$ cat src/verilog/soc_pkg.sv
/* bus widths, address map and APB structs for the peripheral subsystem.
   the slave select field is two bits, so num_slaves may not exceed four */
package soc_pkg;

    ////////////////////////////////////////
    // widths and counts
    ////////////////////////////////////////
    localparam int addr_width        = 16;
    localparam int data_width        = 16;
    localparam int num_masters       = 2;
    localparam int num_slaves        = 4;
    localparam int master_bits       = $clog2(num_masters);
    localparam int reset_hold_cycles = 8;

    ////////////////////////////////////////
    // address map
    ////////////////////////////////////////
    localparam int slave_sel_lsb  = 8;
    localparam int slave_sel_bits = 2;
    localparam int slave_gpio0    = 0;
    localparam int slave_gpio1    = 1;
    localparam int slave_gpio2    = 2;
    localparam int slave_info     = 3;
    localparam int gpio0_pins     = 8;
    localparam int gpio1_pins     = 16;
    localparam int gpio2_pins     = 8;
    localparam int info_cells     = 8;
    localparam int info_idx_bits  = $clog2(info_cells);

    // request from a master, or the shared request towards the slaves
    typedef struct packed {
        logic [addr_width-1:0] paddr;
        logic                  pwrite;
        logic                  psel;
        logic                  penable;
        logic [data_width-1:0] pwdata;
    } apb_req_t;

    typedef struct packed {
        logic [data_width-1:0] prdata;
        logic                  pready;
    } apb_rsp_t;

endpackage

$ cat src/verilog/info_regs_apb.sv
/* registers 0 and 1 are read-only system counts; writes to them are dropped.
   only paddr bits 2:0 are decoded, higher bits alias */
module info_regs_apb (
    input  logic              clk,
    input  logic              reset,
    input  soc_pkg::apb_req_t req,
    input  logic              sel,
    output soc_pkg::apb_rsp_t rsp
);

    logic [soc_pkg::data_width-1:0]    scratch [2:soc_pkg::info_cells-1];
    logic [soc_pkg::info_idx_bits-1:0] idx;
    logic                              access;

    assign access = sel & req.psel & req.penable;
    assign idx    = req.paddr[soc_pkg::info_idx_bits-1:0];

    ////////////////////////////////////////
    // scratch writes
    ////////////////////////////////////////
    always_ff @(posedge clk) begin
        if (reset) begin
            for (int i = 2; i < soc_pkg::info_cells; i++) begin
                scratch[i] <= '0;
            end
        end else if (access && req.pwrite && idx >= 2) begin
            scratch[idx] <= req.pwdata;
        end
    end

    ////////////////////////////////////////
    // read mux
    ////////////////////////////////////////
    always_comb begin
        case (idx)
            0: begin
                rsp.prdata = soc_pkg::data_width'(soc_pkg::num_masters);
            end
            1: begin
                rsp.prdata = soc_pkg::data_width'(soc_pkg::num_slaves);
            end
            default: begin
                rsp.prdata = scratch[idx];
            end
        endcase
        // never stalls
        rsp.pready = access;
    end

endmodule

$ cat config.mk
export PLATFORM = sky130hd
export DESIGN_NAME = info_regs_apb
export DESIGN_NICKNAME = d
export VERILOG_FILES = /design/src/verilog/soc_pkg.sv /design/src/verilog/info_regs_apb.sv
export SDC_FILE = /design/constraint.sdc
export NUM_CORES = 1
export LEC_CHECK = 0
export BUFFER_PORTS_ARGS = -buffer_cell sky130_fd_sc_hd__clkbuf_2
export CORE_UTILIZATION = 54
export CTS_BUF_LIST = sky130_fd_sc_hd__clkbuf_4 sky130_fd_sc_hd__clkbuf_8
export DETAILED_ROUTE_END_ITERATION = 7
export PLACE_DENSITY = 0.77
export SLEW_MARGIN = 20
export SYNTH_ARGS = -nofsm -noshare
export SYNTH_HDL_FRONTEND = slang
export SYNTH_SLANG_ARGS = --single-unit
$ cat constraint.sdc
create_clock -name clk -period 1.6 [get_ports clk]
set_input_delay 0.08 -clock clk [delete_from_list [all_inputs] [get_ports clk]]
set_output_delay 0.08 -clock clk [all_outputs]
set_load 0.01 [all_outputs]
After elaboration in Yosys (flattened, before gate mapping)
Memory sizes are Yosys's and may differ from the RTL's.
Cells that the tools add are included.
{"block": "word_totals", "ff_bits": 0, "input_bits": 38, "mem_count": 1, "ram_bits": 96, "word_cells": 18}
{"block": "classes", "n_lt_le_gt_ge": 1, "n_eq_ne": 1, "n_reduce_logical": 4, "mux": 9, "bitwise_logic": 2}
{"memory": "scratch", "words": 6, "width": 16, "read_ports": 1, "rd_ports_with_merged_regs": 0, "wr": 6, "line_no": "info_regs_apb.sv:11", "source": "logic [soc_pkg::data_width-1:0] scratch [2:soc_pkg::info_cells-1];"}
{"op": "case mux 16 bit (2 select lines)", "n": 1}
{"op": "two-way mux 16 bit", "n": 1}
{"op": "OR reduction 16 bit", "n": 1}
{"op": "two-way mux 1 bit", "n": 6}
{"op": "equality test 3 x 1 -> 1 bit, second input constant", "n": 1}
{"op": ">= comparator 3 x 2 -> 1 bit, second input constant", "n": 1}
{"op": "logical NOT 3 bit", "n": 1}
{"op": "two-way mux 3 bit", "n": 1}
{"op": "AND 1 bit", "n": 2}
{"op": "logical AND 1 bit", "n": 2}

Logic depth before layout (Yosys ltp)
{"block": "logic_depth", "ltp_word": 9, "depth_mapped": 5, "depth_no_buf": 3}

Worst setup path after synthesis
No wires, ideal clock.
{"block": "synth_path", "path_kind": "input to register", "startpoint": "input req[16] (netlist bit)", "endpoint": "memory scratch[2][0] (netlist bit) (enable)", "slack_ps": 45, "arrival_ps": 1182, "path_stages": 3, "required_time_ps": 1227, "n_path_buf": 0, "cell_sequence": "nand3_2 > nor4_4 > or2_1"}
{"item": "start, declared", "line_no": "info_regs_apb.sv:6", "source": "input soc_pkg::apb_req_t req,"}
{"item": "end, declared", "line_no": "info_regs_apb.sv:11"}

==> flow_summary.ini <==
[timing]
worst-slew-pin-transition_ps = 367
setup_viol = 0
finalMaxSlewViolations = 0
max_clock_freq_mhz = 688
post-route-min-period_ps = 1450
finalCritPeriodShare = 0.908
finalHoldViolations = 0
finalWorstSetupSlack_ps = 147
tns_ps = 0
slew_headroom = 0.755
rsz0062_at_grt = no

[global_route]
track_usage = 0.240
grt_pass1_wl_mm = 15.1
antenna_found_initial = 0
grt_pass1_vias = 2741
gr-total-overflow = 0
grt_max_degree = 18

[power_and_ir_drop]
peakVddDrop_mv = 1.06
p_total_mw = 5.36
power.density_nw_per_um2 = 1020
p_leak_nw = 2.07

[floorplan]
dieWidth_um = 93.9
start_util = 0.558
dieArea_sq_um = 8820
rows = 33
top_level_ports = 55
die_h_um = 93.9
core_region_area_sq_um = 8180

[detailed_routing]
route.vias.total = 2718
ant_nets = 0
drt-wirelength-per-cell_um = 19.8
dr.pass1.iters = 4
drtIter0Drc = 171
wirelength_mm = 9.68
drc = 0
via_per_inst = 5.56

[cts]
htreeDepth = 3
clkSinkCount = 96
clk_pin_slew_ps = 90
cts_buffers = 9
ctsResizeCount = 0
cts_max_path_buffers = 2
holdBufCountCts = 0
cts_tree = built
cts-root-buf = clkbuf_8
postCtsSetupBuffers = 0

[synthesis]
synthDistinctLibCells = 23
synth_warnings = 0
synth_compound_area_frac = 0.0510
seq_area_frac_synth = 0.632
synthAdderAreaFrac = 0
synth-simple-area-share = 0.181
ys_ff_latch = 96
synth_top_area_frac = 0.632
postSynthAreaPerCell_sq_um = 14.5
syn-cell-area_sq_um = 4560
synth_top_family_by_area = simple AND/OR/NAND/NOR gates
synthMuxAreaShare = 0.101
synth_nets = 352
synth_xor_area_frac = 0
ys_top_cells_by_area = edfxtp_1, and2_1, mux2i_1, o22a_1, nor4_4
synth_top_cell_by_area = edfxtp_1
post_synth_inst_count = 314

[cells_and_area]
largest_reg_flops = 96
top_regs = scratch (96)
layout-drive-gt1-share = 0.255
fillers = 623
diodes = 0
mostFrequentLayoutCells = and2_1, edfxtp_1, mux2i_1
top_register = scratch
final_nets = 417
synthToLayoutAreaGrowth_pct = 15.0

[critical_path]
critPathCaptureType = primary output
cp-start-kind = register
crit_buf_inv = 1
crit_chain = mux2_2, o221a_1, clkbuf_2
path_max_fanout = 1
cp_data_arrival_time_ps = 1370
worst-setup-path-type = register to primary output
slowest_delay_ps = 380
cp_top_family = flip-flops
cp.required_ps = 1520
slowest_stage = edfxtp_1

[outcome]
status = completed

[placed_design]
portBuffers = 41
place_ws_ps = 40.8
dp_hpwl_mm = 6.33
gp_congestion = 0.783

[min_path]
worstHoldEndpoint = scratch[5][14]
hold_start = req[14]
hold_depth = 2
hold_class = input pin to register

[job]
cap_violations = 0
-- power by group --
part           total (mW)  internal (mW)  switching, mW
clock network        1.95           1.05          0.895
registers            2.92           2.89         0.0366
logic               0.490          0.202          0.288
-- worst max path at each step --
| stage | startpoint | end | slack, ps | cells after the start |
|---|---|---|---|---|
| 4_1_cts | scratch[2][1] | rsp[2] | 130 | 3 |
| 6_report | scratch[2][1] | rsp[2] | 150 | 3 |
| 2_1_floorplan | req[16] | scratch[2][0] | 50 | 3 |
| 3_5_place_dp | req[21] | scratch[5][14] | 40 | 5 |
| 3_3_place_gp | req[21] | scratch[5][14] | 90 | 5 |
| 5_1_grt | scratch[2][1] | rsp[2] | 110 | 3 |
-- kinds of logic (layout without fill, tap and decap cells) --
family	after synthesis	in the layout
mux	46	46
simple gates	117	117
flops	96	96
compound gates	33	33
buf+inv	22	92
-- layer usage --
layer,up-vias,routed length (um),track usage
met5,-,0,0
met4,0,226,0.0859
met3,20,527,0.0413
met2,89,4740,0.403
met1,1341,4180,0.315
li1,1268,-,-
-- synthesized netlist by cell type --
library cell  number
a22oi_1            2
and2_1            96
buf_2              4
buf_4              5
buf_6              7
clkbuf_1           2
edfxtp_1          96
inv_1              4
mux2_2             1
mux2i_1           45
nand2_1            1
nand2_2            1
nand2b_1           3
nand2b_2           1
nand3_1            1
nand3_2            1
nor2b_1            1
nor4_4             6
o21ai_0            1
o21ai_1           14
o221a_1            1
o22a_1            15
or2_1              6
-- final cells by class --
class | instances | area (sq um) | area share
Clock inverter | 7 | 124 | 0.0236
Multi-Input combinational cell | 196 | 1520 | 0.290
Sequential cell | 96 | 2880 | 0.549
Clock buffer | 9 | 124 | 0.0236
Tap cell | 105 | 131 | 0.0250
Timing Repair Buffer | 72 | 450 | 0.0859
Inverter | 4 | 15.0 | 0.00286
-- metrics by stage --
stage	utilization	cells	hold WS (ps)	area (sq um)
floorplan	-	314	278	4560
global placement	0.611	473	417	5000
detailed placement	0.611	473	422	5000
CTS	0.642	489	39.6	5250
global route	0.642	489	52.8	5250
finish	0.642	489	43.9	5250
Power figures use the tool's default switching activity.
