$ cat src/verilog/soc_pkg.sv
/* bus widths, address map and APB structs for the peripheral subsystem.
   the slave select field is two bits, so num_slaves may not exceed four */
package soc_pkg;

    ////////////////////////////////////////
    // widths and counts
    ////////////////////////////////////////
    localparam int addr_width        = 16;
    localparam int data_width        = 16;
    localparam int num_masters       = 2;
    localparam int num_slaves        = 4;
    localparam int master_bits       = $clog2(num_masters);
    localparam int reset_hold_cycles = 8;

    ////////////////////////////////////////
    // address map
    ////////////////////////////////////////
    localparam int slave_sel_lsb  = 8;
    localparam int slave_sel_bits = 2;
    localparam int slave_gpio0    = 0;
    localparam int slave_gpio1    = 1;
    localparam int slave_gpio2    = 2;
    localparam int slave_info     = 3;
    localparam int gpio0_pins     = 8;
    localparam int gpio1_pins     = 16;
    localparam int gpio2_pins     = 8;
    localparam int info_cells     = 8;
    localparam int info_idx_bits  = $clog2(info_cells);

    // request from a master, or the shared request towards the slaves
    typedef struct packed {
        logic [addr_width-1:0] paddr;
        logic                  pwrite;
        logic                  psel;
        logic                  penable;
        logic [data_width-1:0] pwdata;
    } apb_req_t;

    typedef struct packed {
        logic [data_width-1:0] prdata;
        logic                  pready;
    } apb_rsp_t;

endpackage

$ cat src/verilog/gpio_apb.sv
/* output-only pins, no wait states; pins must not exceed data_width.
   reads return the pin register zero-extended */
module gpio_apb #(
    parameter int pins = 8
) (
    input  logic              clk,
    input  logic              reset,
    input  soc_pkg::apb_req_t req,
    input  logic              sel,
    output soc_pkg::apb_rsp_t rsp,
    output logic [pins-1:0]   gpio
);

    logic [pins-1:0] pin_reg;
    logic            access;

    // access phase of a transfer aimed at this slave
    assign access = sel & req.psel & req.penable;

    always_ff @(posedge clk) begin
        if (reset) begin
            pin_reg <= '0;
        end else if (access && req.pwrite) begin
            pin_reg <= req.pwdata[pins-1:0];
        end
    end

    assign gpio = pin_reg;

    always_comb begin
        rsp.prdata = soc_pkg::data_width'(pin_reg);
        rsp.pready = access;
    end

endmodule

$ cat config.mk
export PLATFORM = sky130hd
export DESIGN_NAME = gpio_apb
export DESIGN_NICKNAME = d
export VERILOG_FILES = /design/src/verilog/soc_pkg.sv /design/src/verilog/gpio_apb.sv
export SDC_FILE = /design/constraint.sdc
export NUM_CORES = 1
export LEC_CHECK = 0
export ABC_AREA = 1
export BUFFER_PORTS_ARGS = -buffer_cell sky130_fd_sc_hd__buf_2
export CORE_MARGIN = 3
export CORE_UTILIZATION = 31
export DETAILED_ROUTE_END_ITERATION = 10
export PLACE_DENSITY_LB_ADDON = 0.05
export REMOVE_ABC_BUFFERS = 1
export SYNTH_ARGS = -nofsm -noshare
export SYNTH_HDL_FRONTEND = slang
export SYNTH_SLANG_ARGS = --single-unit
$ cat constraint.sdc
create_clock -name clk -period 0.9 [get_ports clk]
set_input_delay 0.18 -clock clk [delete_from_list [all_inputs] [get_ports clk]]
set_output_delay 0.18 -clock clk [all_outputs]
set_load 0.1 [all_outputs]
== Word-level counts from Yosys, hierarchy flattened ==
Index checks and enable logic that the tools add are counted.

* Register bits: 8
* Bits of input ports: 38
* Output and inout bits: 25
* Word-level logic and storage cells: 4

* Bitwise operators: 2
* Reductions and logical operators: 1

{| class="wikitable"
|+ Operators by type and width
! kind !! count
|-
| $and A1 B1 Y1 || 2
|-
| $logic_and A1 B1 Y1 || 1
|}

== Depth between registers and ports, before layout ==
Gate-level depths: netlist of the first run.

* Word-level depth: 3
* Gate-level depth with buffers: 5
* Mapped depth without buffers: 5

== Worst setup path after synthesis of the first run ==
OpenSTA, ideal clock, no wires.

* Kind: register to output
* Start point: reg pin_reg[0], in the netlist gpio[0]
* End point: out rsp[1] (netlist bit)
* Arrival: 1.374 ns
* Data required time: 0.720 ns
* Path slack: -0.654 ns
* Cell stages (with the launch flop): 2
* Buffers on the path: 1
* Cell sequence: dfxtp_1 buf_4

{| class="wikitable"
|+ RTL lines
! item !! RTL line !! RTL
|-
| start, declared || gpio_apb.sv:14 || <nowiki>logic [pins-1:0] pin_reg;</nowiki>
|-
| start signal, assigned || gpio_apb.sv:24 || <nowiki>pin_reg <= req.pwdata[pins-1:0];</nowiki>
|-
| end, declared || gpio_apb.sv:10 || <nowiki>output soc_pkg::apb_rsp_t rsp,</nowiki>
|}

No word-level cell between the ends.

== Worst setup path in the final report of the first run ==
* Start point: reg pin_reg[7], in the netlist gpio[7]
* End point: out rsp[8] (netlist bit)

No word-level cell between the ends.

==> qor.log, run 1 <==
[status] result of the run finished, violations left
[status] violations in the final reports setup timing
[clocking] clock tree from TritonCTS yes
[layout] number of flip-flops in the largest register 8
[worst_setup_path] library cell contributing the largest single delay on the critical path sky130_fd_sc_hd__dfxtp_4
[sta] Final Hold Viols 0
[clocking] Sink Count 8
[global_route] Overflow after GRT 0
[clocking] register clock-pin slew on the reported worst setup and hold paths 60 ps
[layout] number of antenna diodes 0
[synth] count of yosys warnings during synthesis 0
[die] die footprint 0.00221 mm2
[worst_setup_path] worst setup path category reg2out
[route] routed vias 487
[global_route] largest net degree at the start of global routing 9
[route] DR vias/cell 4.13
[layout] Layout fillers 132
[layout] most frequent standard cell in the layout excluding fill and tap cells sky130_fd_sc_hd__buf_12
[clocking] CTS HTree Levels 1
[route] DRT antenna net count 0
[sta] post-route minimum period 995 ps
[layout] final non-filler cell total 118
[sta] final worst-path setup slack -95.3 ps
[route] # DRC 0
[synth] Post-Synthesis Cells 74
[clocking] total CTS buffers 3
[place] post-placement cell count 115
[global_route] GRT Util Overall 11.6%
[synth] synthesized flop and latch total 8
[die] height of the die 47.0 um
[sta] number of failing setup endpoints in the final timing report 16
[worst_setup_path] maximum fanout count along the critical path 3
[layout] leading cell types in the layout, fill and taps excluded sky130_fd_sc_hd__buf_12, sky130_fd_sc_hd__nor2_1, sky130_fd_sc_hd__buf_2, sky130_fd_sc_hd__nand2_1
[min_path] type of the worst min-delay path in2reg
[flow_run] MaxCap Viol Count 0
[place] standard cell area after detailed placement 880 um2
[route] Routed wire per std cell 9.46 um
[place] post-DP HPWL 886 um
[worst_setup_path] data arrival time of the critical path 820 ps
[layout] layout overhead on the synthesized area 78.7%
[worst_setup_path] family of cells with the greatest summed delay on the critical path flip-flops
[worst_setup_path] CP required 720 ps
[die] standard cell core area 0.00154 mm2
[sta] unrepaired setup endpoints after global routing true
[route] DRT Pass-1 Iters 4
[synth] share of the yosys chip area belonging to registers 30.7%
[place] number of buffers added on ports 30
[die] number of ports placed on the die boundary 63
[layout] end-of-flow core utilization 60.5%
[sta] Highest Clock Rate 1000 MHz
[layout] finished layout cell area 932 um2
[global_route] global-route wire length before repair 1750 um
[global_route] number of global-route vias before repair 431
[die] initial standard-cell utilization of the core 33.8%
[layout] number of nets at the end of the flow 142
[synth] post-synthesis cell type count 13
[clocking] clock tree root buffer cell sky130_fd_sc_hd__clkbuf_4
[worst_setup_path] delay of the slowest cell on the worst path 380 ps
[die] die outline width 47.0 um
[route] total wire length after detailed routing 1120 um
[synth] Syn Area/Cell 7.05 um2
[sta] final setup TNS -1360 ps
[place] Place WS -14.7 ps
[clocking] maximum buffer depth of the clock tree 2
[clocking] later-pin clock latency in the skew report 250 ps
[route] DRC violation total after the first TritonRoute iteration 3
[layout] fraction of final layout cells sized beyond drive strength 1 52.0%
[place] global placer's final weighted congestion 0.634
[synth] Mapped Area 522 um2
[worst_setup_path] CP bufs+invs 1
[worst_setup_path] sort of element at the end of the critical path primary output
[global_route] antenna violations before repair 0
[pwr] Max VDD drop 0.000725 V
[die] site row count 14
[sta] post-route clock period utilization 111%
[sta] worst setup skew after layout 0 ps
[worst_setup_path] CP cell instances buf_12
[sta] max-slew violation total from the final report 0
[pwr] leakage component of the power 0.465 nW
[worst_setup_path] Worst Setup Start Kind flop
[pwr] power density relative to cell area 1300 mW/mm2
## cell families after synthesis
| group | share of synthesized area [%] |
|---|---|
| buffers and inverters | 35.0 |
| DFF | 30.7 |
| other | 0.719 |
| and+or+nand+nor | 33.6 |
## per-stage QoR
step / hold slack, ps / total power, mW
6_report: 208 / 1.21
5_1_grt: 208 / 1.27
4_1_cts: 199 / 1.23
3_5_place_dp: 481 / 0.957
3_3_place_gp: 480 / 0.955
2_1_floorplan: 355 / 0.774
## cells in the mapped netlist
library cell / number / share of area, %
sky130_fd_sc_hd__nand3_2: 1 / 1.9
sky130_fd_sc_hd__buf_4: 17 / 24
sky130_fd_sc_hd__nor2_1: 16 / 12
sky130_fd_sc_hd__nor2_8: 1 / 3.8
sky130_fd_sc_hd__dfxtp_1: 8 / 31
sky130_fd_sc_hd__inv_4: 1 / 1.2
sky130_fd_sc_hd__nand3_1: 8 / 7.7
sky130_fd_sc_hd__inv_2: 2 / 1.4
sky130_fd_sc_hd__nand2_1: 9 / 6.5
sky130_fd_sc_hd__buf_6: 1 / 2.2
sky130_fd_sc_hd__conb_1: 1 / 0.72
sky130_fd_sc_hd__inv_1: 8 / 5.8
sky130_fd_sc_hd__nor2_4: 1 / 2.2
## worst min-delay path: cells and delay by family
family	cells	cell delay, ps
simple gates	2	100
buf+inv	2	150
## worst paths after layout
check	startpoint	endpoint	slack (ps)	depth (start not counted)
max	gpio[7]	rsp[8]	-100	1
min	reset	gpio[4]	210	4
max reg2reg	gpio[3]	gpio[3]	280	2
min reg2reg	gpio[6]	gpio[6]	530	2
## power breakdown
part | switching [mW] | internal [mW] | leakage, nW
clock network | 0.122 | 0.153 | 0.0138
logic | 0.406 | 0.155 | 0.380
registers | 0.0225 | 0.353 | 0.0711
total | 0.550 | 0.660 | 0.465
## per-layer routing
metal | GRT usage [%] | wire [um]
met2 | 17.9 | 531
met4 | 8.29 | 26
met3 | 3.45 | 130
met1 | 13.7 | 428
met5 | 0 | 0
## area by class of cell
cell class	count	area (um2)	area share (%)
clock buffer	3	22.5	2.42
inverter	11	43.8	4.70
multi-input combinational	44	205	22.0
sequential	8	190	20.4
tap	16	20.0	2.15
timing repair buffer	36	450	48.3
## what timing repair did
item,CTS,global route
setup buffers,0,0
hold buffers,0,0
resized for setup,16,0
endpoints found under the hold margin,0,0
setup endpoints to repair,16,16
(Power assumes the default switching activity.)
==> run 2: changes to the inputs <==
Settings changed: CORE_UTILIZATION 31 to 28.
Clock period 0.9 ns to 0.8 ns, I/O delays scaled along.
==> run 2 against run 1 <==
Clock skew did not move. Design area rose by 3.4%. Register-to-register slack got worse by 110 ps. Clock power rose by 12%. The run still ends with setup timing left. Combinational power rose by 15%. Non-clock buffer count did not move. Via count did not move. Largest power group unchanged.
==> qor.log, run 2 (synthesis results as in run 1) <==
[worst_setup_path] library cell contributing the largest single delay on the critical path sky130_fd_sc_hd__dfxtp_4
[clocking] later-pin clock latency in the skew report 250 ps [about the same]
[sta] Highest Clock Rate 1030 MHz
[place] number of buffers added on ports 30 [unchanged]
[layout] most frequent standard cell in the layout excluding fill and tap cells sky130_fd_sc_hd__buf_12
[min_path] type of the worst min-delay path in2reg
[sta] post-route minimum period 968 ps
[sta] worst setup skew after layout 0 ps [unchanged]
[worst_setup_path] worst setup path category reg2out
[layout] number of flip-flops in the largest register 8 [unchanged]
[clocking] CTS HTree Levels 1 [unchanged]
[layout] total area of multi-input combinational cells 208 um2 [+1.2%]
[die] standard cell core area 0.00163 mm2 [+5.7%]
[sta] max-slew violation total from the final report 0 [unchanged]
[clocking] total CTS buffers 3 [unchanged]
[place] post-DP HPWL 867 um [-2.2%]
[route] routed length on met2 586 um [+10%]
[place] post-placement cell count 122 [+6.1%]
[sta] post-route clock period utilization 121%
[route] DR vias/cell 3.87 [-6.3%]
[worst_setup_path] family of cells with the greatest summed delay on the critical path flip-flops
[route] DRC violation total after the first TritonRoute iteration 1 [-2]
[global_route] largest net degree at the start of global routing 9 [unchanged]
[worst_setup_path] CP cell instances buf_12
[sta] number of failing setup endpoints in the final timing report 16 [unchanged]
[status] result of the run finished, violations left
[clocking] clock tree from TritonCTS yes
[global_route] global-route wire length before repair 1970 um [+13%]
[pwr] Max VDD drop 0.000850 V [+17%]
[global_route] number of global-route vias before repair 464 [+7.7%]
[clocking] maximum buffer depth of the clock tree 2 [unchanged]
[die] number of ports placed on the die boundary 63 [unchanged]
[worst_setup_path] CP required 640 ps [-80 ps]
[die] height of the die 49.2 um [+4.6%]
[route] WL met1 440 um [+2.8%]
[worst_setup_path] CP bufs+invs 1 [unchanged]
[global_route] antenna violations before repair 0 [unchanged]
[status] violations in the final reports setup timing
[place] global placer's final weighted congestion 0.681 [+7.4%]
[global_route] Overflow after GRT 0 [unchanged]
[route] DRT antenna net count 0 [unchanged]
[die] die outline width 49.2 um [+4.6%]
[sta] unrepaired setup endpoints after global routing true
[place] Place WS -129 ps [-115 ps]
[pwr] Total Power 1.37 mW [+13%]
[sta] worst slack on hold paths 182 ps [-25.9 ps]
[route] detailed route wirelength on metal3 135 um [+3.8%]
[clocking] clock tree root buffer cell sky130_fd_sc_hd__clkbuf_4
[worst_setup_path] delay of the slowest cell on the worst path 380 ps [about the same]
[route] routed vias 487 [unchanged]
[die] die footprint 0.00242 mm2 [+9.3%]
[worst_setup_path] sort of element at the end of the critical path primary output
[clocking] Sink Count 8 [unchanged]
[layout] leading cell types in the layout, fill and taps excluded sky130_fd_sc_hd__buf_12, sky130_fd_sc_hd__nor2_1, sky130_fd_sc_hd__buf_2
[pwr] leakage component of the power 0.472 nW [+1.3%]
[layout] number of antenna diodes 0 [unchanged]
[layout] total area of sequential cells 190 um2 [unchanged]
[route] # DRC 0 [unchanged]
[die] initial standard-cell utilization of the core 32.0% [-1.8 points]
[layout] final non-filler cell total 126 [+6.8%]
[route] total wire length after detailed routing 1160 um [+4.2%]
[clocking] Post-CTS Hold Buffers 0 [unchanged]
[route] DRT Pass-1 Iters 3 [-1]
[layout] layout overhead on the synthesized area 84.7%
[layout] number of nets at the end of the flow 142 [unchanged]
[die] site row count 14 [unchanged]
[worst_setup_path] data arrival time of the critical path 810 ps [about the same]
[layout] fraction of final layout cells sized beyond drive strength 1 52.9% [+0.98 points]
[worst_setup_path] Worst Setup Start Kind flop
[pwr] power density relative to cell area 1430 mW/mm2 [+9.8%]
[route] Routed wire per std cell 9.23 um [-2.4%]
[sta] Final Hold Viols 0 [unchanged]
[global_route] GRT Util Overall 10.8% [-0.89 points]
[clocking] register clock-pin slew on the reported worst setup and hold paths 60 ps [about the same]
[route] highest metal used met3
[layout] Layout fillers 153 [+16%]
[flow_run] MaxCap Viol Count 0 [unchanged]
[worst_setup_path] maximum fanout count along the critical path 3 [unchanged]
[sta] final worst-path setup slack -168 ps [-72.7 ps]
[run 2: cell count changes in the layout (fill, tap and decap cells not counted)]
cell,change
sky130_fd_sc_hd__buf_2,-3
sky130_fd_sc_hd__buf_6,+3
sky130_fd_sc_hd__nand2_2,+1
sky130_fd_sc_hd__nand2_1,-1
[run 2: final timing paths]
kind | cells after the start | end | startpoint | slack [ps]
worst max-delay path | 1 | rsp[7] | gpio[6] | -170
worst min-delay path | 4 | gpio[2] | reset | 180
worst max register to register | 2 | gpio[7] | gpio[7] | 170
worst min register to register | 2 | gpio[2] | gpio[2] | 540
[run 2: through the flow]
step           utilization (%)  area [um2]  TNS [ps]
2_1_floorplan                -         409    -23650
6_report                  59.1         963     -2600
5_1_grt                   59.1         963     -2930
3_3_place_gp              54.1         882      -624
3_5_place_dp              54.1         882      -796
4_1_cts                   58.4         951     -2730
[run 2: cell type report]
type                    count  share of cell area [%]
multi-input cells          44                    21.6
inverters                  11                    4.55
clock buffers               3                    2.34
well taps                  24                    3.12
flip-flops and latches      8                    19.7
repair buffers             36                    48.7
[run 2: what timing repair did]
item                                    CTS  global route
pin swaps                                 2             2
resized for setup                        18             2
setup buffers                             1             0
endpoints found under the setup margin   17            17
[run 2: worst reg2reg max path, delay by kind of cell, from the launching register on]
| family | cells | cell delay, ps |
|---|---|---|
| flops | 1 | 360 |
| simple gates | 2 | 160 |
[run 2: per-layer routing]
metal,up-vias,track usage (%)
met5,-,0
met4,0,1.42
met3,0,5.81
met2,27,19.6
met1,207,10.8
li1,253,-
[run 2: report_power, final]
part           internal, mW  total, mW  leakage, nW  switching, mW
sequential            0.397      0.421       0.0711         0.0248
combinational         0.185      0.644        0.387          0.459
clock                 0.172      0.308       0.0138          0.136
