==> src/verilog/soc_pkg.sv <==
/* bus widths, address map and APB structs for the peripheral subsystem.
   the slave select field is two bits, so num_slaves may not exceed four */
package soc_pkg;

    ////////////////////////////////////////
    // widths and counts
    ////////////////////////////////////////
    localparam int addr_width        = 16;
    localparam int data_width        = 16;
    localparam int num_masters       = 2;
    localparam int num_slaves        = 4;
    localparam int master_bits       = $clog2(num_masters);
    localparam int reset_hold_cycles = 8;

    ////////////////////////////////////////
    // address map
    ////////////////////////////////////////
    localparam int slave_sel_lsb  = 8;
    localparam int slave_sel_bits = 2;
    localparam int slave_gpio0    = 0;
    localparam int slave_gpio1    = 1;
    localparam int slave_gpio2    = 2;
    localparam int slave_info     = 3;
    localparam int gpio0_pins     = 8;
    localparam int gpio1_pins     = 16;
    localparam int gpio2_pins     = 8;
    localparam int info_cells     = 8;
    localparam int info_idx_bits  = $clog2(info_cells);

    // request from a master, or the shared request towards the slaves
    typedef struct packed {
        logic [addr_width-1:0] paddr;
        logic                  pwrite;
        logic                  psel;
        logic                  penable;
        logic [data_width-1:0] pwdata;
    } apb_req_t;

    typedef struct packed {
        logic [data_width-1:0] prdata;
        logic                  pready;
    } apb_rsp_t;

endpackage

==> src/verilog/reset_stretch.sv <==
/* external reset must be asserted once at power up to load the counter */
module reset_stretch (
    input  logic clk,
    input  logic reset,
    output logic reset_hold
);

    localparam int cnt_bits = $clog2(soc_pkg::reset_hold_cycles + 1);

    logic [cnt_bits-1:0] hold_cnt;

    // reload while the external reset is high, then count down to zero
    always_ff @(posedge clk) begin
        if (reset) begin
            hold_cnt <= cnt_bits'(soc_pkg::reset_hold_cycles);
        end else if (hold_cnt != '0) begin
            hold_cnt <= hold_cnt - 1'b1;
        end
    end

    // high during external reset and for reset_hold_cycles after it
    assign reset_hold = reset | (hold_cnt != '0);

endmodule

==> config.mk <==
export PLATFORM = sky130hd
export DESIGN_NAME = reset_stretch
export DESIGN_NICKNAME = d
export VERILOG_FILES = /design/src/verilog/soc_pkg.sv /design/src/verilog/reset_stretch.sv
export SDC_FILE = /design/constraint.sdc
export NUM_CORES = 1
export LEC_CHECK = 0
export BUFFER_PORTS_ARGS = -buffer_cell sky130_fd_sc_hd__buf_2
export CORE_AREA = 3 3 40 42
export CTS_CLUSTER_DIAMETER = 80
export DETAILED_ROUTE_END_ITERATION = 12
export DIE_AREA = 0 0 43 45
export GPL_ROUTABILITY_DRIVEN = 0
export SETUP_SLACK_MARGIN = 0.2
export SYNTH_ARGS = -nofsm -noshare
export SYNTH_HDL_FRONTEND = slang
export SYNTH_SLANG_ARGS = --single-unit
==> constraint.sdc <==
create_clock -name clk -period 1.44 [get_ports clk]
set_clock_uncertainty 0.15 [all_clocks]
set_input_delay 0.144 -clock clk [delete_from_list [all_inputs] [get_ports clk]]
set_output_delay 0.144 -clock clk [all_outputs]
set_load 0.02 [all_outputs]
## Word-level counts from Yosys, hierarchy flattened

Index checks and enable logic that the tools add are counted.

| storage, ports and cells | value |
|---|---|
| input port bits | 2 |
| word-level logic and storage cells | 4 |
| output and inout port bits | 1 |
| register bits after elaboration | 4 |

| operators by class | value |
|---|---|
| reductions and logical operators | 1 |
| bitwise operators | 1 |
| add/sub/neg operators | 1 |

Operator list:

| operator | count |
|---|---|
| $reduce_bool A4 Y1 | 1 |
| $sub A4 B1 Y4 const B | 1 |
| $or A1 B1 Y1 | 1 |

## Depth between registers and ports, before layout

Gate-level depths: netlist (run 1).

| logic depth | value |
|---|---|
| depth in word-level cells | 2 |
| gate-level depth with buffers | 5 |
| depth with buffers taken out | 5 |

## Worst setup path after synthesis (run 1)

Ideal clock, no wire load.

| path | value |
|---|---|
| path kind | register -> output |
| start | register hold_cnt[0] |
| end | output reset_hold |
| arrival time | 1.009 ns |
| path slack | 0.137 ns |
| cell stages (with the launch flop) | 5 |
| required time | 1.146 ns |
| cell sequence | dfxtp_1 > inv_1 > ha_1 > nor3b_2 > nand2b_1 |

| between the ends | value |
|---|---|
| longest elaborated chain between the ends | 2 |

Ends and longest elaborated chain:

| element | RTL line | source |
|---|---|---|
| from (decl) | reset_stretch.sv:10 | `logic [cnt_bits-1:0] hold_cnt;` |
| from (signal assigned) | reset_stretch.sv:15 | `hold_cnt <= cnt_bits'(soc_pkg::reset_hold_cycles);` |
| from (signal assigned) | reset_stretch.sv:17 | `hold_cnt <= hold_cnt - 1'b1;` |
| $reduce_bool A4 Y1 | reset_stretch.sv:22 | `assign reset_hold = reset \| (hold_cnt != '0);` |
| $or A1 B1 Y1 | reset_stretch.sv:22 |  |
| to (decl) | reset_stretch.sv:5 | `output logic reset_hold` |

No other way between the ends.

## Final worst setup path (run 1)

| path | value |
|---|---|
| start | register hold_cnt[1] |
| end | output reset_hold |

The elaborated chain is that of the path after synthesis.

==> results of run 1 <==
## power by group through the flow
stage                     sequential [uW]  combinational [uW]  clock [uW]
after floorplan                       211                 249           0
after global placement                222                 282           0
after detailed placement              222                 292           0
after CTS                             223                 372         144
after global routing                  247                 505         155
final                                 240                 461         136
## kinds of logic (layout without fill, tap and decap cells)
family / count (synthesis) / count (layout) / synth area share
AO/OA/AOI/OAI: 3 / 3 / 0.102
XOR/XNOR: 1 / 1 / 0.0422
adder cells (fa/ha/maj): 2 / 2 / 0.120
buffers and inverters: 2 / 14 / 0.0362
flip-flops: 4 / 4 / 0.386
AND/OR/NAND/NOR: 9 / 9 / 0.313
## per-stage QoR
| stage | instances | TNS [ps] | util | instance area, um2 | power [uW] |
|---|---|---|---|---|---|
| final | 48 | -8.17 | 0.296 | 380 | 836 |
| after global routing | 48 | -87.3 | 0.296 | 380 | 907 |
| after CTS | 47 | -27.5 | 0.261 | 335 | 739 |
| after detailed placement | 38 | 0 | 0.199 | 255 | 514 |
| after global placement | 38 | 0 | 0.199 | 255 | 504 |
| after floorplan | 21 | 0 | - | 226 | 460 |
## cells in the mapped netlist
master / count
or3_4: 1
nand2b_1: 3
inv_1: 2
a211o_1: 1
xnor2_1: 1
nor2b_1: 1
nor3b_2: 1
nand3b_1: 1
a211oi_1: 1
nor2_1: 1
a21oi_1: 1
ha_1: 2
nor3_1: 1
dfxtp_1: 4
## final timing paths
kind | from | endpoint | slack (ps) | depth (start not counted)
worst max-delay path | hold_cnt[1] | reset_hold | -8 | 5
worst min-delay path | hold_cnt[2] | hold_cnt[2] | 360 | 2
worst max register to register | hold_cnt[1] | hold_cnt[1] | 120 | 6
worst min register to register | hold_cnt[2] | hold_cnt[2] | 360 | 2
## repair_timing
action | in CTS | in global routing
pin swaps | 1 | 3
resized for setup | 3 | 9
setup endpoints to repair | 4 | 5
endpoints found under the hold margin | 3 | 0
hold buffers | 2 | 0
setup buffers | 4 | 1
## routing by layer
| layer | wire length (um) | GRT usage | vias up |
|---|---|---|---|
| met4 | 0 | 0.0181 | 0 |
| met2 | 259 | 0.102 | 5 |
| met1 | 174 | 0.0457 | 86 |
| li1 | - | - | 98 |
| met3 | 26 | 0.0478 | 0 |
| met5 | 0 | 0 | - |
## tightest hold or removal path, cell delays in order, from the launching register on
cell      delay [ps]
dfxtp_4          360
nand2b_4          60
a21oi_2           40
## final cells by class
type / count / area (um2)
multi-input cells: 15 / 168
inverters: 2 / 7.51
clock buffers: 3 / 22.5
flip-flops and latches: 4 / 86.3
well taps: 15 / 18.8
fillers: 135 / 905
repair buffers: 9 / 77.6
==> impl_results.md, run 1 <==
- Vias post-DR: 189
- GRT Resource Usage Total: 0.0566
- Top Registers: hold_cnt (4)
- FF+latch count, synth: 4
- Initial antenna violation count: 0
- Htree depth: 1
- Final routed DRC violation total: 0
- Antenna-violating nets left: 0
- DP HPWL: 287 um
- Crit-path cells: inv_2, ha_4, nor3b_4, nand2b_1, buf_6
- Switch Pwr: 281 uW
- Final-stage net count: 39
- Final Routed Wirelength: 460 um
- Worst vdd ir: 0.607 mV
- Largest cells by area after synthesis: dfxtp_1 (39%), ha_1 (12%), nand2b_1 (9.0%), nor3b_2 (6.0%), or3_4 (5.4%)
- Drt wl/cell: 9.58 um
- Syn nets: 25
- Period utilization: 1.01
- Drt first pass iters: 2
- Syn avg cell area: 9.89 um2
- Max FFs per register: 4
- Final Slew Violations: 0
- Sequential share of the synthesized area: 0.386
- Biggest register: hold_cnt
- Clk sinks: 4
- Endpoint type of the worst setup path: output pin
- Worst setup path class: flip-flop to output pin
- Synth unique cells: 14
- Leak: 0.000149 uW
- Worst Tran Pin Value: 180 ps
- Maximum number of pins on one net before global-route repair: 5
- Worst skew pair latency: 230 ps
- Slowest Stage Delay on Critical Path: 310 ps
- Area growth syn-to-layout: 83.1%
- Most frequent cells in the layout: buf_4 (4), clkbuf_4 (3)
- Core ar.: 1280 um2
- Final Critical Period: 1450 ps
- Int Power: 556 uW
- Setup ws final: -8.17 ps
- Share of the synthesized area in the top cell type: 0.386
- Vias in the first global route: 202
- Layout cells sized above 1: 0.667
- Chip Height: 45 um
- TritonCTS Buffers: 3
- Failing checks: negative setup slack
- RSZ-0062 raised after global routing: true
- Most common cell after layout, fill and taps aside: buf_4
- IO buf count: 2
- Grt ovf: 0
- Initial Util: 0.162
- First-pass GRT wire length: 759 um
- Post-Syn Area: 208 um2
- Final count of hold timing violations: 0
- N_diodes: 0
- Root buf cell: clkbuf_4
- Dominant cell type by area after synthesis: dfxtp_1
- Final setup violation count: 1
- Max Cap Viol: 0
- Die area: 1940 um2
- Worst setup SP type: flip-flop
- Critical Path RT: 1150 ps
- Buf+Inv Stages, Crit Path: 2
- PD cells: 2200 nW/um2
- Routed vias/inst: 3.94
- I/O pins: 3
- Final hold slack: 357 ps
- Min-Delay Path Class: flip-flop to flip-flop
- WP data arrival: 1150 ps
- Post-Syn Instances: 21
- Slew headroom: 0.880
- Row count: 13
- Synth warnings: 0
- Register share of total power: 0.287
- Cell type group with the largest total delay on the critical path: flip-flops
- Initial DRC count: 2
- Combinational power share: 0.551
- Sw Ratio: 0.336
- Die width: 43 um
- CTS max path bufs: 2
- FMAX: 691 MHz
- Slowest CP cell: dfxtp_2
- Clock power frac: 0.163
- Status: finished, violations left
- Place WS: 97.7 ps
- Worst Path Max Fanout: 2
- Clk pin slew, worst setup/hold paths: 40 ps
- CTS tree: built
Power figures use the tool's default switching activity.
==> run 2, diff against run 1 <==
==> constraint.sdc (replaced) <==
create_clock -name clk -period 1.44 [get_ports clk]
set_clock_uncertainty 0.15 [all_clocks]
set_input_delay 0.288 -clock clk [delete_from_list [all_inputs] [get_ports clk]]
set_output_delay 0.288 -clock clk [all_outputs]
set_load 0.02 [all_outputs]
==> run 2 against run 1 <==
  * The run still ends with negative setup slack left
  * Total power up 13%
  * Register-to-register slack worse by 120 ps
  * Sequential share of layout area down 2.3 points
  * Non-clock buffer count up 2
  * Die area unchanged
  * Routed wire length up 13%
  * Global-route usage up 1.1 points
  * Count of clock-buffer cells in the layout unchanged
  * Via count up 3.7%
  * Cell area up 6.3%
  * Largest cell class unchanged
==> impl_results.md, run 2 (synthesized netlist as in run 1, its figures left out) <==
- Final Critical Period: 1600 ps (was 1450 ps)
- Period utilization: 1.11 (was 1.01)
- Endpoint type of the worst setup path: output pin (unchanged)
- Worst hold stages: 2 (unchanged)
- CTS tree: built (unchanged)
- Buf+Inv Stages, Crit Path: 2 (unchanged)
- Critical Path RT: 1000 ps (was 1150 ps)
- N_diodes: 0 (unchanged)
- Vias in the first global route: 210 (was 202)
- Setup ws final: -161 ps (was -8.17 ps)
- Combinational power share: 0.610 (was 0.551)
- TritonCTS Buffers: 3 (unchanged)
- Failing checks: negative setup slack (unchanged)
- Status: finished, violations left (unchanged)
- Fillers: 142 (was 135)
- Htree depth: 1 (unchanged)
- Area growth syn-to-layout: 94.6% (was 83.1%)
- Total chip power: 941 uW (was 836 uW)
- Final routed DRC violation total: 0 (unchanged)
- Switch Pwr: 312 uW (was 281 uW)
- Slowest CP cell: dfxtp_2 (unchanged)
- Row count: 13 (unchanged)
- Grt ovf: 0 (unchanged)
- Initial DRC count: 0 (was 2)
- GRT Resource Usage Total: 0.0675 (was 0.0566)
- Int Power: 630 uW (was 556 uW)
- IO buf count: 2 (unchanged)
- Root buf cell: clkbuf_4 (unchanged)
- Drt first pass iters: 1 (was 2)
- Die width: 43 um (unchanged)
- Cell type group with the largest total delay on the critical path: flip-flops (unchanged)
- Worst setup SP type: flip-flop (unchanged)
- CP Depth: 5 (unchanged)
- RSZ-0062 raised after global routing: true (unchanged)
- Final Slew Violations: 0 (unchanged)
- FMAX: 625 MHz (was 691 MHz)
- I/O pins: 3 (unchanged)
- Chip Height: 45 um (unchanged)
- Clk pin slew, worst setup/hold paths: 40 ps (about the same)
- Final-stage net count: 41 (was 39)
- Antenna-violating nets left: 0 (unchanged)
- Leak: 0.000172 uW (was 0.000149 uW)
- Core ar.: 1280 um2 (unchanged)
- Drt wl/cell: 10.4 um (was 9.58 um)
- Final count of hold timing violations: 0 (unchanged)
- Biggest register: hold_cnt (unchanged)
- WP data arrival: 1160 ps (was 1150 ps)
- Final setup violation count: 1 (unchanged)
- Vias post-DR: 196 (was 189)
- Register share of total power: 0.242 (was 0.287)
- Clock power frac: 0.147 (was 0.163)
- Worst skew pair latency: 230 ps (about the same)
- Worst Tran Pin Value: 218 ps (was 180 ps)
- Final hold slack: 139 ps (was 357 ps)
- Worst setup path class: flip-flop to output pin (unchanged)
- Die area: 1940 um2 (unchanged)
- Max Cap Viol: 0 (unchanged)
- Slew headroom: 0.855 (was 0.880)
- Min-Delay Path Class: primary input to flip-flop (was flip-flop to flip-flop)
- Max FFs per register: 4 (unchanged)
- Maximum number of pins on one net before global-route repair: 6 (was 5)
- PD cells: 2330 nW/um2 (was 2200 nW/um2)
- Clk sinks: 4 (unchanged)
- Worst Path Max Fanout: 2 (unchanged)
- Most frequent cells in the layout: buf_6 (5), buf_4 (5), clkbuf_4 (3) (was buf_4 (4), clkbuf_4 (3))
- Top Registers: hold_cnt (4) (unchanged)
- CTS max path bufs: 2 (unchanged)
- Layout cells sized above 1: 0.743 (was 0.667)
- Initial antenna violation count: 0 (unchanged)
- Worst Reg-to-Reg Cells: 8 (was 6)
- Sw Ratio: 0.331 (was 0.336)
- First-pass GRT wire length: 876 um (was 759 um)
- Slowest Stage Delay on Critical Path: 310 ps (about the same)
- Routed vias/inst: 3.92 (was 3.94)
- Initial Util: 0.162 (unchanged)
- Final Routed Wirelength: 518 um (was 460 um)
- Worst vdd ir: 0.591 mV (was 0.607 mV)
- Crit-path cells: inv_2, ha_4, nor3b_4, nand2b_1, buf_6 (unchanged)
## run 2: worst paths after layout
path                                     to  slack, ps        start
worst max-delay path             reset_hold       -160  hold_cnt[1]
worst min-delay path            hold_cnt[0]        140        reset
worst max register to register  hold_cnt[0]          0  hold_cnt[1]
worst min register to register  hold_cnt[2]        390  hold_cnt[2]
## run 2: area by class of cell
cell class                 count  area [um2]  area share
timing repair buffer          11        98.8       0.245
tap                           15        18.8      0.0464
multi-input combinational     15         174       0.430
inverter                       2        7.51      0.0186
sequential                     4        82.6       0.204
clock buffer                   3        22.5      0.0557
## run 2: power groups by stage
stage | registers, uW | clock network (uW) | logic [uW]
final | 228 | 139 | 575
after CTS | 224 | 146 | 453
after global placement | 221 | 0 | 298
after detailed placement | 222 | 0 | 317
after global routing | 241 | 157 | 624
after floorplan | 211 | 0 | 249
## run 2: timing repair
item                       in CTS  in global routing
pin swaps                       4                  4
gates cloned                    0                  0
gates resized for setup         8                  6
hold buffers                    0                  0
buffers inserted                5                  3
setup endpoints to repair       4                  5
## run 2: routing by layer
metal | share of wire | global-route usage | vias up
met5 | 0 | 0 | -
met1 | 0.37 | 0.0652 | 93
met4 | 0 | 0.0723 | 0
li1 | - | - | 100
met2 | 0.61 | 0.117 | 3
met3 | 0.012 | 0.0120 | 0
## run 2: through the flow
step / setup WS, ps / instance area, um2 / TNS, ps / instances / utilization
2_1_floorplan: 90.2 / 226 / 0 / 21 / -
3_3_place_gp: 34.1 / 263 / 0 / 39 / 0.204
3_5_place_dp: 18.1 / 263 / 0 / 39 / 0.204
4_1_cts: -174 / 350 / -174 / 47 / 0.273
5_1_grt: -249 / 404 / -444 / 50 / 0.315
6_report: -161 / 404 / -161 / 50 / 0.315
==> run 3, diff against run 2 <==
- CELL_PAD_IN_SITES_DETAIL_PLACEMENT: default -> 0
- CELL_PAD_IN_SITES_GLOBAL_PLACEMENT: default -> 2
- PLACE_DENSITY_LB_ADDON: default -> 0.1
==> run 3 against run 2 <==
  * The run still ends with negative setup slack left
  * Sequential cell count stayed put
  * First-iteration DRC count up 1
  * Routed wire length decreased by 17%
  * Clock power about the same
  * Non-clock buffer count down 4
  * Count of clock-buffer cells in the layout unchanged
  * Die area unchanged
  * Global-route usage down 1.3 points
  * Critical endpoint unchanged
  * Largest power group unchanged
==> impl_results.md, run 3 (synthesized netlist as in run 1, its figures left out) <==
- Status: finished, violations left (unchanged)
- Failing checks: negative setup slack (unchanged)
- FMAX: 624 MHz (was 625 MHz)
- DP HPWL: 331 um
- Min-Delay Path Class: primary input to flip-flop (unchanged)
- First-pass GRT wire length: 690 um (was 876 um)
- Met2 routed WL: 229 um (was 317 um)
- Final Routed Wirelength: 431 um (was 518 um)
- Initial Util: 0.162 (unchanged)
- Final Critical Period: 1600 ps (about the same)
- Int Power: 504 uW (was 630 uW)
- Layout cells sized above 1: 0.548 (was 0.743)
- Final-stage net count: 37 (was 41)
- Top Layer Used: met3 (unchanged)
- Endpoint type of the worst setup path: output pin (unchanged)
- Post-DP Area: 263 um2 (unchanged)
- RSZ-0062 raised after global routing: true (unchanged)
- Most common cell after layout, fill and taps aside: buf_4
- Wire length on met1: 186 um (was 194 um)
- Vias post-DR: 177 (was 196)
- Antenna-violating nets left: 0 (unchanged)
- Worst Tran Pin Value: 184 ps (was 218 ps)
- Slew headroom: 0.877 (was 0.855)
- Htree depth: 1 (unchanged)
- Max Cap Viol: 0 (unchanged)
- R2r setup slk: 70 ps (was 0 ps)
- Die area: 1940 um2 (unchanged)
- Sw Ratio: 0.328 (was 0.331)
- Leak: 0.000131 uW (was 0.000172 uW)
- IO buf count: 2 (unchanged)
- Initial antenna violation count: 0 (unchanged)
- Worst vdd ir: 0.732 mV (was 0.591 mV)
- Final Slew Violations: 0 (unchanged)
- CTS Hold Bufs: 0 (unchanged)
- Clk sinks: 4 (unchanged)
- Row count: 13 (unchanged)
- Critical Path RT: 1000 ps (about the same)
- Worst Reg-to-Reg Cells: 3 (was 8)
- Final setup violation count: 1 (unchanged)
- WP data arrival: 1160 ps (about the same)
- Initial DRC count: 1 (was 0)
- Routed vias/inst: 3.85 (was 3.92)
- CTS tree: built (unchanged)
- Die width: 43 um (unchanged)
- Period utilization: 1.11 (about the same)
- N_diodes: 0 (unchanged)
- Maximum number of pins on one net before global-route repair: 6 (unchanged)
- Drt wl/cell: 9.37 um (was 10.4 um)
- Worst skew pair latency: 230 ps (about the same)
- Vias in the first global route: 156 (was 210)
- Switch Pwr: 246 uW (was 312 uW)
- Reg2reg end: hold_cnt[3] (was hold_cnt[0])
- Most frequent cells in the layout: buf_4 (5), nand2b_1 (3), clkbuf_4 (3) (was buf_6 (5), buf_4 (5), clkbuf_4 (3))
- Clk pin slew, worst setup/hold paths: 40 ps (about the same)
- Biggest register: hold_cnt (unchanged)
- Setup ws final: -162 ps (was -161 ps)
- Worst hold stages: 2 (unchanged)
- Final count of hold timing violations: 0 (unchanged)
- Register share of total power: 0.297 (was 0.242)
- Max FFs per register: 4 (unchanged)
- Hold Path End: hold_cnt[0] (unchanged)
- GRT Resource Usage Total: 0.0541 (was 0.0675)
- TritonCTS Buffers: 3 (unchanged)
- Design area: 324 um2 (was 404 um2)
- I/O pins: 3 (unchanged)
- Worst setup SP type: flip-flop (unchanged)
- Drt first pass iters: 3 (was 1)
- Chip Height: 45 um (unchanged)
- Grt ovf: 0 (unchanged)
- Worst Path Max Fanout: 2 (unchanged)
- Core ar.: 1280 um2 (unchanged)
- Final routed DRC violation total: 0 (unchanged)
- PD cells: 2310 nW/um2 (was 2330 nW/um2)
- Area growth syn-to-layout: 56.0% (was 94.6%)
- Clock power frac: 0.183 (was 0.147)
- Worst setup path class: flip-flop to output pin (unchanged)
- DR WL met3: 16 um (was 6 um)
- Top Registers: hold_cnt (4) (unchanged)
- Total chip power: 750 uW (was 941 uW)
- CTS max path bufs: 2 (unchanged)
- Reg2reg start: hold_cnt[1] (unchanged)
- Combinational power share: 0.520 (was 0.610)
- Root buf cell: clkbuf_4 (unchanged)
- Min-delay src: reset (unchanged)
==> run 3: timing repair <==
| action | 4_1_cts | 5_1_grt |
|---|---|---|
| setup buffers | 3 | 1 |
| pin swaps | 2 | 3 |
| endpoints found under the setup margin | 4 | 4 |
| gates resized for setup | 4 | 0 |
| gates cloned | 0 | 0 |
==> run 3: worst max path at each step <==
stage                             to  depth (start not counted)        start  slack [ps]
final                     reset_hold                          5  hold_cnt[0]        -160
after global routing      reset_hold                          5  hold_cnt[0]        -220
after CTS                 reset_hold                          5  hold_cnt[0]        -170
after detailed placement  reset_hold                          5  hold_cnt[1]          40
after global placement    reset_hold                          5  hold_cnt[1]          50
after floorplan           reset_hold                          4  hold_cnt[1]          90
==> run 3: power groups by stage <==
| stage | combinational [uW] | clock (uW) | sequential [uW] |
|---|---|---|---|
| floorplan | 249 | 0 | 211 |
| global placement | 315 | 0 | 221 |
| detailed placement | 315 | 0 | 221 |
| CTS | 379 | 145 | 225 |
| global route | 429 | 159 | 231 |
| finish | 390 | 137 | 223 |
==> run 3: per-layer routing <==
metal,up-vias,global-route usage
li1,91,-
met1,83,0.0481
met2,3,0.0778
met3,0,0.0279
met4,0,0.0723
met5,-,0
==> run 3: worst max-delay path: stages (launching register included) <==
cell      delay, ps
dfxtp_2         310
inv_2            70
ha_4            130
nor3b_4         190
nand2b_1         90
buf_6           140
==> run 3: cell type report <==
| cell class | instances | area (um2) |
|---|---|---|
| multi-input cells | 15 | 139 |
| fillers | 142 | 961 |
| well taps | 15 | 18.8 |
| inverters | 2 | 7.51 |
| flip-flops and latches | 4 | 82.6 |
| clock buffers | 3 | 22.5 |
| repair buffers | 7 | 53.8 |
==> run 3: through the flow <==
| stage | hold WS, ps | util | std cells | TNS (ps) | setup WS, ps |
|---|---|---|---|---|---|
| 2_1_floorplan | 207 | - | 21 | 0 | 90.2 |
| 3_3_place_gp | 363 | 0.204 | 39 | 0 | 53.6 |
| 3_5_place_dp | 372 | 0.204 | 39 | 0 | 43.9 |
| 4_1_cts | 124 | 0.246 | 45 | -173 | -173 |
| 5_1_grt | 125 | 0.252 | 46 | -219 | -219 |
| 6_report | 130 | 0.252 | 46 | -162 | -162 |
